File: src/design/eth_frame_pkg.sv
package eth_frame_pkg;

    typedef logic [47:0] mac_address_t;
    typedef logic [31:0] ipv4_address_t;
    typedef logic [15:0] word16_t;
    typedef logic [7:0]  frame_data_t;

    // Fields latched when a frame is accepted
    typedef struct packed {
        mac_address_t  mac_destination;
        mac_address_t  mac_source;
        ipv4_address_t ipv4_source;
        ipv4_address_t ipv4_destination;
        word16_t       identification;
        word16_t       flags;
        word16_t       udp_source_port;
        word16_t       udp_destination_port;
        word16_t       udp_checksum;
        word16_t       payload_size;
    } header_fields_t;

    //////////////////////////////////////////////////////////////////////
    // Fixed protocol values
    //////////////////////////////////////////////////////////////////////

    parameter word16_t     ETHERTYPE_IPV4    = 16'h0800;
    parameter frame_data_t IPV4_VERSION_IHL  = 8'h45;
    parameter frame_data_t IPV4_DSCP         = 8'h00;
    parameter frame_data_t IPV4_TTL          = 8'h80;
    parameter frame_data_t IPV4_PROTOCOL_UDP = 8'h11;

    parameter int IPV4_HEADER_BYTES = 20;
    parameter int UDP_HEADER_BYTES  = 8;

    // Smallest UDP data field that fills a 46 byte Ethernet payload
    parameter int MIN_UDP_DATA_BYTES = 18;

endpackage

File: src/design/frame_stream_pkg.sv
package frame_stream_pkg;

    import eth_frame_pkg::*;

    // One byte of the outgoing stream with its framing flags
    typedef struct packed {
        logic        start;
        logic        last;
        frame_data_t data;
    } frame_byte_t;

    typedef logic [31:0] crc32_t;

    // IEEE 802.3 polynomial, bit reversed
    parameter crc32_t CRC32_POLY_REFLECTED = 32'hEDB8_8320;
    parameter crc32_t CRC32_INIT           = 32'hFFFF_FFFF;

    typedef enum logic [2:0] {
        S_IDLE,
        S_MAC,
        S_HEADER,
        S_PAYLOAD,
        S_PAD
    } sequencer_state_t;

endpackage

File: src/design/ipv4_header_checksum.sv
`timescale 1ns/100ps

module ipv4_header_checksum
    import eth_frame_pkg::*;
(
    input  logic           clock,
    input  logic           reset_n,
    input  logic           start,
    input  header_fields_t captured_header,
    output word16_t        header_checksum
);

    localparam int HEADER_WORDS = IPV4_HEADER_BYTES / 2;

    logic        busy;
    logic [3:0]  word_index;
    logic [3:0]  word_select;
    word16_t     sum;
    word16_t     sum_base;
    word16_t     header_word;
    logic [16:0] raw_sum;
    word16_t     next_sum;

    // First word is added on the start edge itself
    assign word_select = start ? 4'd0 : word_index;
    assign sum_base    = start ? '0 : sum;

    always_comb begin
        case (word_select)
            4'd0:    header_word = {IPV4_VERSION_IHL, IPV4_DSCP};
            4'd1:    header_word = captured_header.payload_size
                                   + word16_t'(IPV4_HEADER_BYTES + UDP_HEADER_BYTES);
            4'd2:    header_word = captured_header.identification;
            4'd3:    header_word = captured_header.flags;
            4'd4:    header_word = {IPV4_TTL, IPV4_PROTOCOL_UDP};
            4'd6:    header_word = captured_header.ipv4_source[31:16];
            4'd7:    header_word = captured_header.ipv4_source[15:0];
            4'd8:    header_word = captured_header.ipv4_destination[31:16];
            4'd9:    header_word = captured_header.ipv4_destination[15:0];
            default: header_word = '0;   // checksum field itself
        endcase
    end

    // End-around carry
    assign raw_sum  = {1'b0, sum_base} + {1'b0, header_word};
    assign next_sum = raw_sum[15:0] + word16_t'(raw_sum[16]);

    always_ff @(posedge clock or negedge reset_n) begin
        if (!reset_n) begin
            busy       <= 1'b0;
            word_index <= '0;
        end else if (start) begin
            busy       <= 1'b1;
            word_index <= 4'd1;
        end else if (busy) begin
            word_index <= word_index + 1'b1;
            if (word_index == 4'(HEADER_WORDS)) begin
                busy <= 1'b0;
            end
        end
    end

    always_ff @(posedge clock) begin
        if (start || (busy && word_index < 4'(HEADER_WORDS))) begin
            sum <= next_sum;
        end
        if (busy && word_index == 4'(HEADER_WORDS)) begin
            header_checksum <= ~sum;
        end
    end

    start_while_busy: assert property (
        @(posedge clock) disable iff (!reset_n)
        start |-> !busy
    ) else $error("checksum restarted while a sum was in progress");

endmodule

File: src/design/frame_sequencer.sv
`timescale 1ns/100ps

module frame_sequencer
    import eth_frame_pkg::*;
    import frame_stream_pkg::*;
#(
    parameter int BUFFER_ADDRESS_WIDTH = 11
) (
    input  logic                            clock,
    input  logic                            reset_n,
    input  logic                            enable,
    input  header_fields_t                  header,
    input  word16_t                         header_checksum,
    input  logic                            frame_done,
    output header_fields_t                  captured_header,
    output logic                            checksum_start,
    output logic [BUFFER_ADDRESS_WIDTH-1:0] buffer_address,
    input  frame_data_t                     buffer_data,
    output frame_byte_t                     seq_byte,
    output logic                            seq_valid,
    output logic                            ready
);

    localparam int MAC_HEADER_BYTES = 14;
    localparam int HEADER_BYTES     = MAC_HEADER_BYTES + IPV4_HEADER_BYTES + UDP_HEADER_BYTES;
    // Destination and source addresses
    localparam int MAC_LAST         = 11;
    localparam int HEADER_LAST      = HEADER_BYTES - 1;
    localparam int PAD_LAST         = HEADER_BYTES + MIN_UDP_DATA_BYTES - 1;

    sequencer_state_t state;
    word16_t          byte_count;
    logic             in_flight;
    logic             accept;
    logic             address_more;
    word16_t          ipv4_total_length;
    word16_t          udp_length;
    word16_t          payload_last;

    frame_data_t [0:HEADER_BYTES-1] header_bytes;

    assign accept = ready && enable;

    assign ipv4_total_length = captured_header.payload_size
                               + word16_t'(IPV4_HEADER_BYTES + UDP_HEADER_BYTES);
    assign udp_length        = captured_header.payload_size + word16_t'(UDP_HEADER_BYTES);
    assign payload_last      = captured_header.payload_size + word16_t'(HEADER_LAST);

    // Stop the read address on the final payload byte
    assign address_more = (32'(buffer_address) + 32'd1) < 32'(captured_header.payload_size);

    // Everything ahead of the UDP data, in wire order
    assign header_bytes = {
        captured_header.mac_destination,
        captured_header.mac_source,
        ETHERTYPE_IPV4,
        IPV4_VERSION_IHL,
        IPV4_DSCP,
        ipv4_total_length,
        captured_header.identification,
        captured_header.flags,
        IPV4_TTL,
        IPV4_PROTOCOL_UDP,
        header_checksum,
        captured_header.ipv4_source,
        captured_header.ipv4_destination,
        captured_header.udp_source_port,
        captured_header.udp_destination_port,
        udp_length,
        captured_header.udp_checksum
    };

    always_ff @(posedge clock) begin
        if (accept) begin
            captured_header <= header;
        end
    end

    //////////////////////////////////////////////////////////////////////
    // Byte sequencing
    //////////////////////////////////////////////////////////////////////

    always_ff @(posedge clock or negedge reset_n) begin
        if (!reset_n) begin
            state          <= S_IDLE;
            byte_count     <= '0;
            buffer_address <= '0;
            seq_byte       <= '0;
            seq_valid      <= 1'b0;
            checksum_start <= 1'b0;
        end else begin
            seq_valid      <= 1'b0;
            seq_byte       <= '0;
            byte_count     <= byte_count + 1'b1;
            checksum_start <= accept;

            case (state)
                S_IDLE: begin
                    byte_count <= '0;
                    if (accept) begin
                        buffer_address <= '0;
                        state          <= S_MAC;
                    end
                end
                S_MAC: begin
                    seq_valid      <= 1'b1;
                    seq_byte.start <= (byte_count == '0);
                    seq_byte.data  <= header_bytes[byte_count[5:0]];
                    if (byte_count == MAC_LAST) begin
                        state <= S_HEADER;
                    end
                end
                S_HEADER: begin
                    seq_valid     <= 1'b1;
                    seq_byte.data <= header_bytes[byte_count[5:0]];
                    if (byte_count == HEADER_LAST) begin
                        // Buffer already holds address 0, fetch the next one
                        if (address_more) begin
                            buffer_address <= buffer_address + 1'b1;
                        end
                        state <= (captured_header.payload_size == '0) ? S_PAD : S_PAYLOAD;
                    end
                end
                S_PAYLOAD: begin
                    seq_valid     <= 1'b1;
                    seq_byte.data <= buffer_data;
                    if (address_more) begin
                        buffer_address <= buffer_address + 1'b1;
                    end
                    if (byte_count == payload_last) begin
                        if (captured_header.payload_size < MIN_UDP_DATA_BYTES) begin
                            state <= S_PAD;
                        end else begin
                            seq_byte.last <= 1'b1;
                            state         <= S_IDLE;
                        end
                    end
                end
                S_PAD: begin
                    seq_valid <= 1'b1;
                    if (byte_count == PAD_LAST) begin
                        seq_byte.last <= 1'b1;
                        state         <= S_IDLE;
                    end
                end
                default: begin
                    state <= S_IDLE;
                end
            endcase
        end
    end

    // Ready stays low until the FCS has left the CRC stage
    always_ff @(posedge clock or negedge reset_n) begin
        if (!reset_n) begin
            ready     <= 1'b0;
            in_flight <= 1'b0;
        end else if (accept) begin
            ready     <= 1'b0;
            in_flight <= 1'b1;
        end else if (frame_done || !in_flight) begin
            ready     <= 1'b1;
            in_flight <= 1'b0;
        end
    end

    seq_valid_no_gap: assert property (
        @(posedge clock) disable iff (!reset_n)
        seq_valid && !seq_byte.last |=> seq_valid
    ) else $error("seq_valid dropped before the last frame byte");

endmodule

File: src/design/frame_crc32.sv
`timescale 1ns/100ps

module frame_crc32
    import eth_frame_pkg::*;
    import frame_stream_pkg::*;
(
    input  logic        clock,
    input  logic        reset_n,
    input  frame_byte_t seq_byte,
    input  logic        seq_valid,
    output frame_byte_t frame_out,
    output logic        frame_valid,
    output logic        frame_done
);

    crc32_t     crc;
    logic       fcs_active;
    logic [1:0] fcs_count;

    // Reflected CRC-32, one byte, LSB first
    function automatic crc32_t crc32_next(crc32_t crc_in, frame_data_t data);
        crc32_t c;
        c = crc_in ^ {24'h0, data};
        for (int i = 0; i < 8; i++) begin
            c = c[0] ? ((c >> 1) ^ CRC32_POLY_REFLECTED) : (c >> 1);
        end
        return c;
    endfunction

    // Shifted down a byte per FCS byte sent
    always_ff @(posedge clock) begin
        if (seq_valid) begin
            crc <= crc32_next(seq_byte.start ? CRC32_INIT : crc, seq_byte.data);
        end else if (fcs_active) begin
            crc <= crc >> 8;
        end
    end

    always_ff @(posedge clock or negedge reset_n) begin
        if (!reset_n) begin
            frame_out   <= '0;
            frame_valid <= 1'b0;
            frame_done  <= 1'b0;
            fcs_active  <= 1'b0;
            fcs_count   <= '0;
        end else begin
            frame_done <= 1'b0;
            if (seq_valid) begin
                frame_out      <= seq_byte;
                frame_out.last <= 1'b0;
                frame_valid    <= 1'b1;
                if (seq_byte.last) begin
                    fcs_active <= 1'b1;
                    fcs_count  <= '0;
                end
            end else if (fcs_active) begin
                frame_out.start <= 1'b0;
                frame_out.last  <= (fcs_count == 2'd3);
                frame_out.data  <= ~crc[7:0];
                frame_valid     <= 1'b1;
                fcs_count       <= fcs_count + 1'b1;
                if (fcs_count == 2'd3) begin
                    fcs_active <= 1'b0;
                    frame_done <= 1'b1;
                end
            end else begin
                frame_out   <= '0;
                frame_valid <= 1'b0;
            end
        end
    end

    no_byte_during_fcs: assert property (
        @(posedge clock) disable iff (!reset_n)
        fcs_active |-> !seq_valid
    ) else $error("sequencer byte arrived while FCS was being sent");

endmodule

File: src/design/udp_frame_generator.sv
`timescale 1ns/100ps

module udp_frame_generator
    import eth_frame_pkg::*;
    import frame_stream_pkg::*;
#(
    parameter int BUFFER_ADDRESS_WIDTH = 11
) (
    input  logic                            clock,
    input  logic                            reset_n,
    input  logic                            enable,
    input  header_fields_t                  header,
    output logic [BUFFER_ADDRESS_WIDTH-1:0] buffer_address,
    input  frame_data_t                     buffer_data,
    output frame_byte_t                     frame_out,
    output logic                            frame_valid,
    output logic                            ready
);

    header_fields_t captured_header;
    logic           checksum_start;
    word16_t        header_checksum;
    frame_byte_t    seq_byte;
    logic           seq_valid;
    logic           frame_done;

    frame_sequencer #(
        .BUFFER_ADDRESS_WIDTH (BUFFER_ADDRESS_WIDTH)
    ) sequencer0 (
        .clock           (clock),
        .reset_n         (reset_n),
        .enable          (enable),
        .header          (header),
        .header_checksum (header_checksum),
        .frame_done      (frame_done),
        .captured_header (captured_header),
        .checksum_start  (checksum_start),
        .buffer_address  (buffer_address),
        .buffer_data     (buffer_data),
        .seq_byte        (seq_byte),
        .seq_valid       (seq_valid),
        .ready           (ready)
    );

    ipv4_header_checksum checksum0 (
        .clock           (clock),
        .reset_n         (reset_n),
        .start           (checksum_start),
        .captured_header (captured_header),
        .header_checksum (header_checksum)
    );

    frame_crc32 crc0 (
        .clock       (clock),
        .reset_n     (reset_n),
        .seq_byte    (seq_byte),
        .seq_valid   (seq_valid),
        .frame_out   (frame_out),
        .frame_valid (frame_valid),
        .frame_done  (frame_done)
    );

endmodule

File: config.mk
export PLATFORM = sky130hd
export DESIGN_NAME = udp_frame_generator
export DESIGN_NICKNAME = d
export VERILOG_FILES = /design/src/design/eth_frame_pkg.sv /design/src/design/frame_stream_pkg.sv /design/src/design/ipv4_header_checksum.sv /design/src/design/frame_sequencer.sv /design/src/design/frame_crc32.sv /design/src/design/udp_frame_generator.sv
export SDC_FILE = /design/constraint.sdc
export NUM_CORES = 1
export LEC_CHECK = 0
export BUFFER_PORTS_ARGS = -buffer_cell sky130_fd_sc_hd__buf_2
export CAP_MARGIN = 20
export CORE_AREA = 4 4 247 225
export DETAILED_ROUTE_END_ITERATION = 8
export DIE_AREA = 0 0 251 229
export GPL_ROUTABILITY_DRIVEN = 0
export PLACE_DENSITY_LB_ADDON = 0.3
export SYNTH_ARGS = -nofsm -noshare
export SYNTH_HDL_FRONTEND = slang
export SYNTH_SLANG_ARGS = --single-unit
File: constraint.sdc
create_clock -name clock -period 11.6 [get_ports clock]
set_clock_uncertainty 0.2 [all_clocks]
set_input_delay 2.32 -clock clock [delete_from_list [all_inputs] [get_ports clock]]
set_output_delay 2.32 -clock clock [all_outputs]
set_load 0.02 [all_outputs]
# --- Word level (Yosys, flattened, before mapping) ---
# Index checks and enable logic that the tools add are counted.
totals:
  regBits: 384
  in_bits: 267
  output_inout_bits: 23
  word_cells: 161
classes:
  addsub: 10
  order_cmp: 4
  eq_ne: 24
  n_mux: 60
  bitwise_logic: 12
  reduce_logical: 19
op_table:
  columns: ["cell", "n"]
  rows:
  - ["2-to-1 mux 32 bit", 11]
  - ["one-hot mux 16 bit (9 select lines)", 1]
  - ["inverter 13 -> 14 bit", 8]
  - ["binary-select mux 8 bit (select 6 bit)", 1]
  - ["2-to-1 mux 11 bit", 3]
  - ["one-hot mux 11 bit (3 select lines)", 1]
  - ["equality test 16 x 6 -> 1 bit, second input constant", 2]
  - ["zero test 16 bit", 2]
  - ["< comparator 32 x 16 -> 1 bit", 1]
  - ["2-to-1 mux 16 bit", 2]
  - ["bitwise XOR 32 x 8 -> 32 bit", 1]
  - ["2-to-1 mux 1 bit", 21]
  - ["2-to-1 mux 3 bit", 7]
  - ["adder 16 x 16 -> 17 bit", 1]
  - ["adder 16 x 1 -> 16 bit", 1]
  - ["adder 16 x 1 -> 16 bit, second input constant", 1]
  - ["adder 16 x 4 -> 16 bit, second input constant", 1]
  - ["adder 16 x 5 -> 16 bit, second input constant", 1]
  - ["adder 16 x 6 -> 16 bit, second input constant", 1]
  - ["equality test 16 bit", 1]
  - ["equality test 16 x 4 -> 1 bit, second input constant", 1]
  - ["< comparator 16 x 5 -> 1 bit, second input constant", 1]
  - ["2-to-1 mux 8 bit", 2]
  - ["inverter 16 bit", 1]
  - ["other kinds (36)", 56]

# --- Longest topological paths before layout ---
logic_depth:
  word_depth: 19
  mapped_depth: 24
  depth_no_buf: 23

# --- Cells and area by module ---
# From an unflattened synthesis, not the netlist that was laid out.
unflattened:
  cells_unflattened: 1676
  hier_area_um2: 20611.0
modules_own_cells:
  columns: ["module", "n_inst", "cells_per_inst", "area_each_um2"]
  rows:
  - ["frame_sequencer", 1, 927, 13773.2]
  - ["ipv4_header_checksum", 1, 415, 3572.2]
  - ["frame_crc32", 1, 334, 3265.6]

# --- Worst setup path after synthesis ---
# OpenSTA, ideal clock, no wires.
synth_path:
  kind: "input-to-reg"
  from: "in enable"
  to: "reg sequencer0.buffer_address[9]"
  setup_time_ps: 96
  t_arrival_ps: 9958
  required_time_ps: 11304
  slack_ps: 1347
  path_stages: 7
  cell_sequence: "nand2_1 inv_1 a2111oi_0 a2111o_1 or3_1 clkbuf_1 o31ai_1"
synth_between:
  elab_chain_len: 3
synth_rtl:
  columns: ["item", "line_no", "source"]
  rows:
  - ["start, declared", "udp_frame_generator.sv:11", "input logic enable,"]
  - ["logical AND 1 bit", "frame_sequencer.sv:42", "assign accept = ready && enable;"]
  - ["via sequencer0.accept", "frame_sequencer.sv:34", "logic accept;"]
  - ["inequality test 2 x 1 -> 1 bit (no source line)", null, null]
  - ["AND reduction 3 bit (no source line)", null, null]
  - ["end signal, assigned", "frame_sequencer.sv:119", "buffer_address <= buffer_address + 1'b1;"]
  - ["end signal, assigned", "frame_sequencer.sv:128", "buffer_address <= buffer_address + 1'b1;"]
  - ["end, declared", "frame_sequencer.sv:17", "output logic [BUFFER_ADDRESS_WIDTH-1:0] buffer_address,"]
# The timed path passes the listed nets, and every way through them passes these cells.
# A chain may end at the register's enable or synchronous reset.

# --- Worst setup path after layout ---
layout_path:
  from: "reg sequencer0.checksum_start"
  to: "reg checksum0.sum[15], data pin"
layout_between:
  elab_chain_len: 5
layout_rtl:
  columns: ["item", "line_no", "source"]
  rows:
  - ["start, declared", "frame_sequencer.sv:16", "output logic checksum_start,"]
  - ["start signal, assigned", "frame_sequencer.sv:95", "checksum_start <= accept;"]
  - ["2-to-1 mux 4 bit", "ipv4_header_checksum.sv:25", "assign word_select = start ? 4'd0 : word_index;"]
  - ["equality test 4 bit, or another cell as far along", "ipv4_header_checksum.sv:29", "case (word_select)"]
  - ["one-hot mux 16 bit (9 select lines)", "ipv4_header_checksum.sv:29", null]
  - ["adder 16 x 16 -> 17 bit (*)", "ipv4_header_checksum.sv:45", "assign raw_sum = {1'b0, sum_base} + {1'b0, header_word};"]
  - ["adder 16 x 1 -> 16 bit (*)", "ipv4_header_checksum.sv:46", "assign next_sum = raw_sum[15:0] + word16_t'(raw_sum[16]);"]
  - ["via checksum0.next_sum[15]", "ipv4_header_checksum.sv:22", "word16_t next_sum;"]
  - ["end signal, assigned", "ipv4_header_checksum.sv:65", "sum <= next_sum;"]
  - ["end, declared", "ipv4_header_checksum.sv:18", "word16_t sum;"]
# The timed path passes the listed nets; every way through them passes the cells marked *.

==> metrics.log <==
[metrics] P&R area growth vs syn: 18.4%
[metrics] aggregate global-route resource usage: 20.3%
[metrics] result of the run: complete, no violations
[metrics] starting utilization of the core area: 36.7%
[metrics] count of input and output buffers: 289
[metrics] CTS H-tree depth: 2
[metrics] fraction of synthesis flops using an asynchronous set or reset pin: 16.4%
[metrics] vias in the first global route: 13,853
[metrics] area share of fa/ha/maj cells after synthesis: 3.08%
[metrics] worst skew pair latency: 0.59 ns
[metrics] number of antenna violations at the first check in global routing: 15
[metrics] kind of end point of the critical path: flip-flop
[metrics] overflow left after global routing: 0
[metrics] worst flop-to-flop path startpoint: sequencer0.checksum_start
[metrics] cells on worst reg2reg path: 19
[metrics] clock edge transition at the registers on the reported setup and hold paths: 0.07 ns
[metrics] top achievable clock speed: 164 MHz
[metrics] post-synthesis instance total: 1,505
[metrics] mean instance size in the synthesized netlist: 12.9 um2
[metrics] placed standard-cell area: 21,500 um2
[metrics] fraction of final layout cells with drive strength greater than 1: 25.8%
[metrics] share of synthesized cell area in and, or, nand and nor gates: 9.17%
[metrics] normalized max-slew margin: 24.9%
[metrics] Core Footprint: 52,800 um2
[metrics] largest family of logic cells by synthesized area: compound AO/OA/AOI/OAI gates
[metrics] largest vdd supply drop: 261 uV
[metrics] fill count: 4,857
[metrics] sequential cell area fraction in the yosys report: 57.8%
[metrics] total number of vias: 13,899
[metrics] Die W: 251 um
[metrics] mux share of post-synthesis cell area: 9.43%
[metrics] final net count: 2,088
[metrics] setup repair after global routing missed its margin: no
[metrics] leakage power summed over all cells: 0.00881 uW
[metrics] count of instances resized after the clock tree is built: 0
[metrics] CTS tree: yes
[metrics] Unique masters post-synth: 80
[metrics] Least-Margin Pin Slew: 1.13 ns
[metrics] P per Cell Area: 328 nW/um2
[metrics] register-to-register setup slack: 5.49 ns
[metrics] hold_sp: crc0.crc[3]
[metrics] family with the most delay on the worst path: simple AND/OR/NAND/NOR gates
[metrics] Required @ worst endpoint: 11.73 ns
[metrics] Min Clock Period, post-route: 6.11 ns
[metrics] final total negative setup slack: 0 ns
[metrics] Root Driver: sky130_fd_sc_hd__clkbuf_16
[metrics] complex-gate fraction of the synthesized area: 10.6%
[metrics] number of buffers created by CTS: 42
[metrics] detailed-route wire length per cell: 23.9 um
[metrics] number of register bits inferred by synthesis: 383
[metrics] cell area after synthesis: 19,400 um2
[metrics] Max Transition Viols Final: 0
[metrics] most common cell after layout, fill and taps aside: sky130_fd_sc_hd__edfxtp_1
[metrics] endpoint of the worst register-to-register path: checksum0.sum[15]
[metrics] total buffers and inverters traversed by the critical path: 0
[metrics] I/O pins: 290
[metrics] drt first-iter violations: 1,403
[metrics] post-route standard cell area excluding fillers: 22,900 um2
[metrics] maximum number of pins on one net before global-route repair: 106
[metrics] final number of hold-violating endpoints: 0
[metrics] average via count per standard cell: 5.54
[metrics] Die ar.: 57,500 um2
[metrics] warnings from Yosys: 0
[metrics] endpoint of the worst hold path: crc0.frame_out[3]
[metrics] number of stages on the worst hold path: 1
[metrics] hold-fix buffer count after cts: 0
[metrics] clock tree sinks: 383
[metrics] max-cap violation count: 0
[metrics] number of optimization iterations in the first detailed-route pass: 6
[metrics] total number of placement rows: 80
[metrics] first-pass GRT wire length: 88,500 um
[metrics] kind of critical path: reg2reg
[metrics] buffers from clock root to sink, at most: 3
[metrics] Detail Route Antenna Nets: 0
[metrics] number of flops mapped to enable cells by yosys: 320
[metrics] largest fanout of any net on the critical path: 32
[metrics] endpoints failing setup: 0
[metrics] endpoint arrival time on the critical path: 6.24 ns
[metrics] crit-path cells: nand2b_1, nor2_1, a22oi_1, nand3_1, ha_1, a211oi_1, o21bai_1, o31a_1, o21ai_0, o21bai_1, a21oi_1, o21bai_1, a21o_1, ha_1, and3_1, and3_1, and3_1, nand3_1, xnor3_1
[metrics] class of the worst hold path: reg2reg
[metrics] vertical die dimension: 229 um
[metrics] Total Routed Length: 59,900 um
[metrics] most used flip-flop cell after synthesis: sky130_fd_sc_hd__edfxtp_1
[metrics] period utilisation layout: 52.7%
[metrics] Setup Buffers After CTS: 0
[metrics] nets in the synthesized netlist: 1,819
[metrics] parity-gate share of the synthesized area counting xor and xnor cells: 6.90%
[metrics] most used cells in the layout excluding fill and tap cells: sky130_fd_sc_hd__edfxtp_1, sky130_fd_sc_hd__buf_2, sky130_fd_sc_hd__nor2_1, sky130_fd_sc_hd__xnor2_1, sky130_fd_sc_hd__nand2_1
[metrics] critical path's largest stage delay: 0.87 ns
[metrics] crit path launch type: flip-flop
[metrics] Slowest-stage cell, CP: sky130_fd_sc_hd__nor2_1
[metrics] half-perimeter wire length after detailed placement: 44,700 um
[metrics] number of DRC violations after detailed routing: 0
-- Yosys cell counts, types with 46 or more instances --
cell type                  instances  area (um2)
sky130_fd_sc_hd__nor2_1          145         544
sky130_fd_sc_hd__mux4_2           61        1370
sky130_fd_sc_hd__a21oi_1          46         230
sky130_fd_sc_hd__dfrtp_1          63        1580
sky130_fd_sc_hd__nand2_1          77         289
sky130_fd_sc_hd__o21ai_0          58         290
sky130_fd_sc_hd__xor2_1           53         464
sky130_fd_sc_hd__ha_1             46         576
sky130_fd_sc_hd__xnor2_1          97         850
sky130_fd_sc_hd__edfxtp_1        320        9610
sky130_fd_sc_hd__clkbuf_1         52         195
sky130_fd_sc_hd__inv_1            57         214
-- worst max-delay path by stage --
stage,startpoint,to,slack (ns),depth (start not counted)
final,sequencer0.checksum_start,checksum0.sum[15],5.49,19
after global routing,sequencer0.checksum_start,checksum0.sum[15],5.05,19
after CTS,sequencer0.checksum_start,checksum0.sum[15],5.62,19
after detailed placement,sequencer0.checksum_start,checksum0.sum[15],5.64,19
after global placement,sequencer0.checksum_start,checksum0.sum[15],5.91,19
after floorplan,enable,sequencer0.buffer_address[9],1.35,7
-- sequential cells by signal, indices dropped and copies added, names as in the netlist, 9 cells and up --
register and count:
checksum0.header_checksum 16, checksum0.sum 16, crc0.crc 32, crc0.frame_out 9, sequencer0.buffer_address 11, sequencer0.byte_count 16, sequencer0.captured_header 256, sequencer0.seq_byte 10
-- metal layers --
layer | vias up | track usage, % | share of wire (%)
li1 | 6248 | - | -
met4 | 18 | 6.99 | 3.9
met5 | - | 0 | 0.16
met3 | 152 | 5.48 | 9.2
met2 | 698 | 31.7 | 45
met1 | 6783 | 27.7 | 42
-- area by class of cell --
type	count	area [um2]	share of cell area, %
Tap cell	697	872	3.80
Timing Repair Buffer	308	1590	6.93
Clock buffer	47	1080	4.71
Inverter	59	229	0.999
Sequential cell	383	11200	48.8
Antenna cell	5	12.5	0.0546
Clock inverter	30	345	1.51
Multi-Input combinational cell	980	7610	33.2
-- metrics by stage --
step / utilization, % / hold WS [ns] / std cells / setup slack, ns / total power (uW)
5_1_grt: 43.5 / 0.302 / 2507 / 5.05 / 8020
3_5_place_dp: 40.7 / 0.265 / 2425 / 5.64 / 6100
4_1_cts: 43.4 / 0.281 / 2502 / 5.62 / 7540
2_1_floorplan: - / 0.237 / 1505 / 1.35 / 5140
6_report: 43.5 / 0.273 / 2509 / 5.49 / 7530
3_3_place_gp: 40.7 / 0.262 / 2425 / 5.91 / 6030
-- where the power goes --
group	leakage, uW	internal, uW	switching [uW]
Sequential	0.00378	2020	302
Combinational	0.00434	1630	2180
Clock	0.000698	814	582
-- kinds of logic after synthesis --
| family | count (synthesis) |
|---|---|
| AO/OA/AOI/OAI | 300 |
| buffers and inverters | 142 |
| AND/OR/NAND/NOR | 377 |
| multiplexers | 105 |
| XOR/XNOR | 151 |
| adder cells (fa/ha/maj) | 47 |
| flip-flops | 383 |
Note: power is estimated with default switching activity, not from simulation.
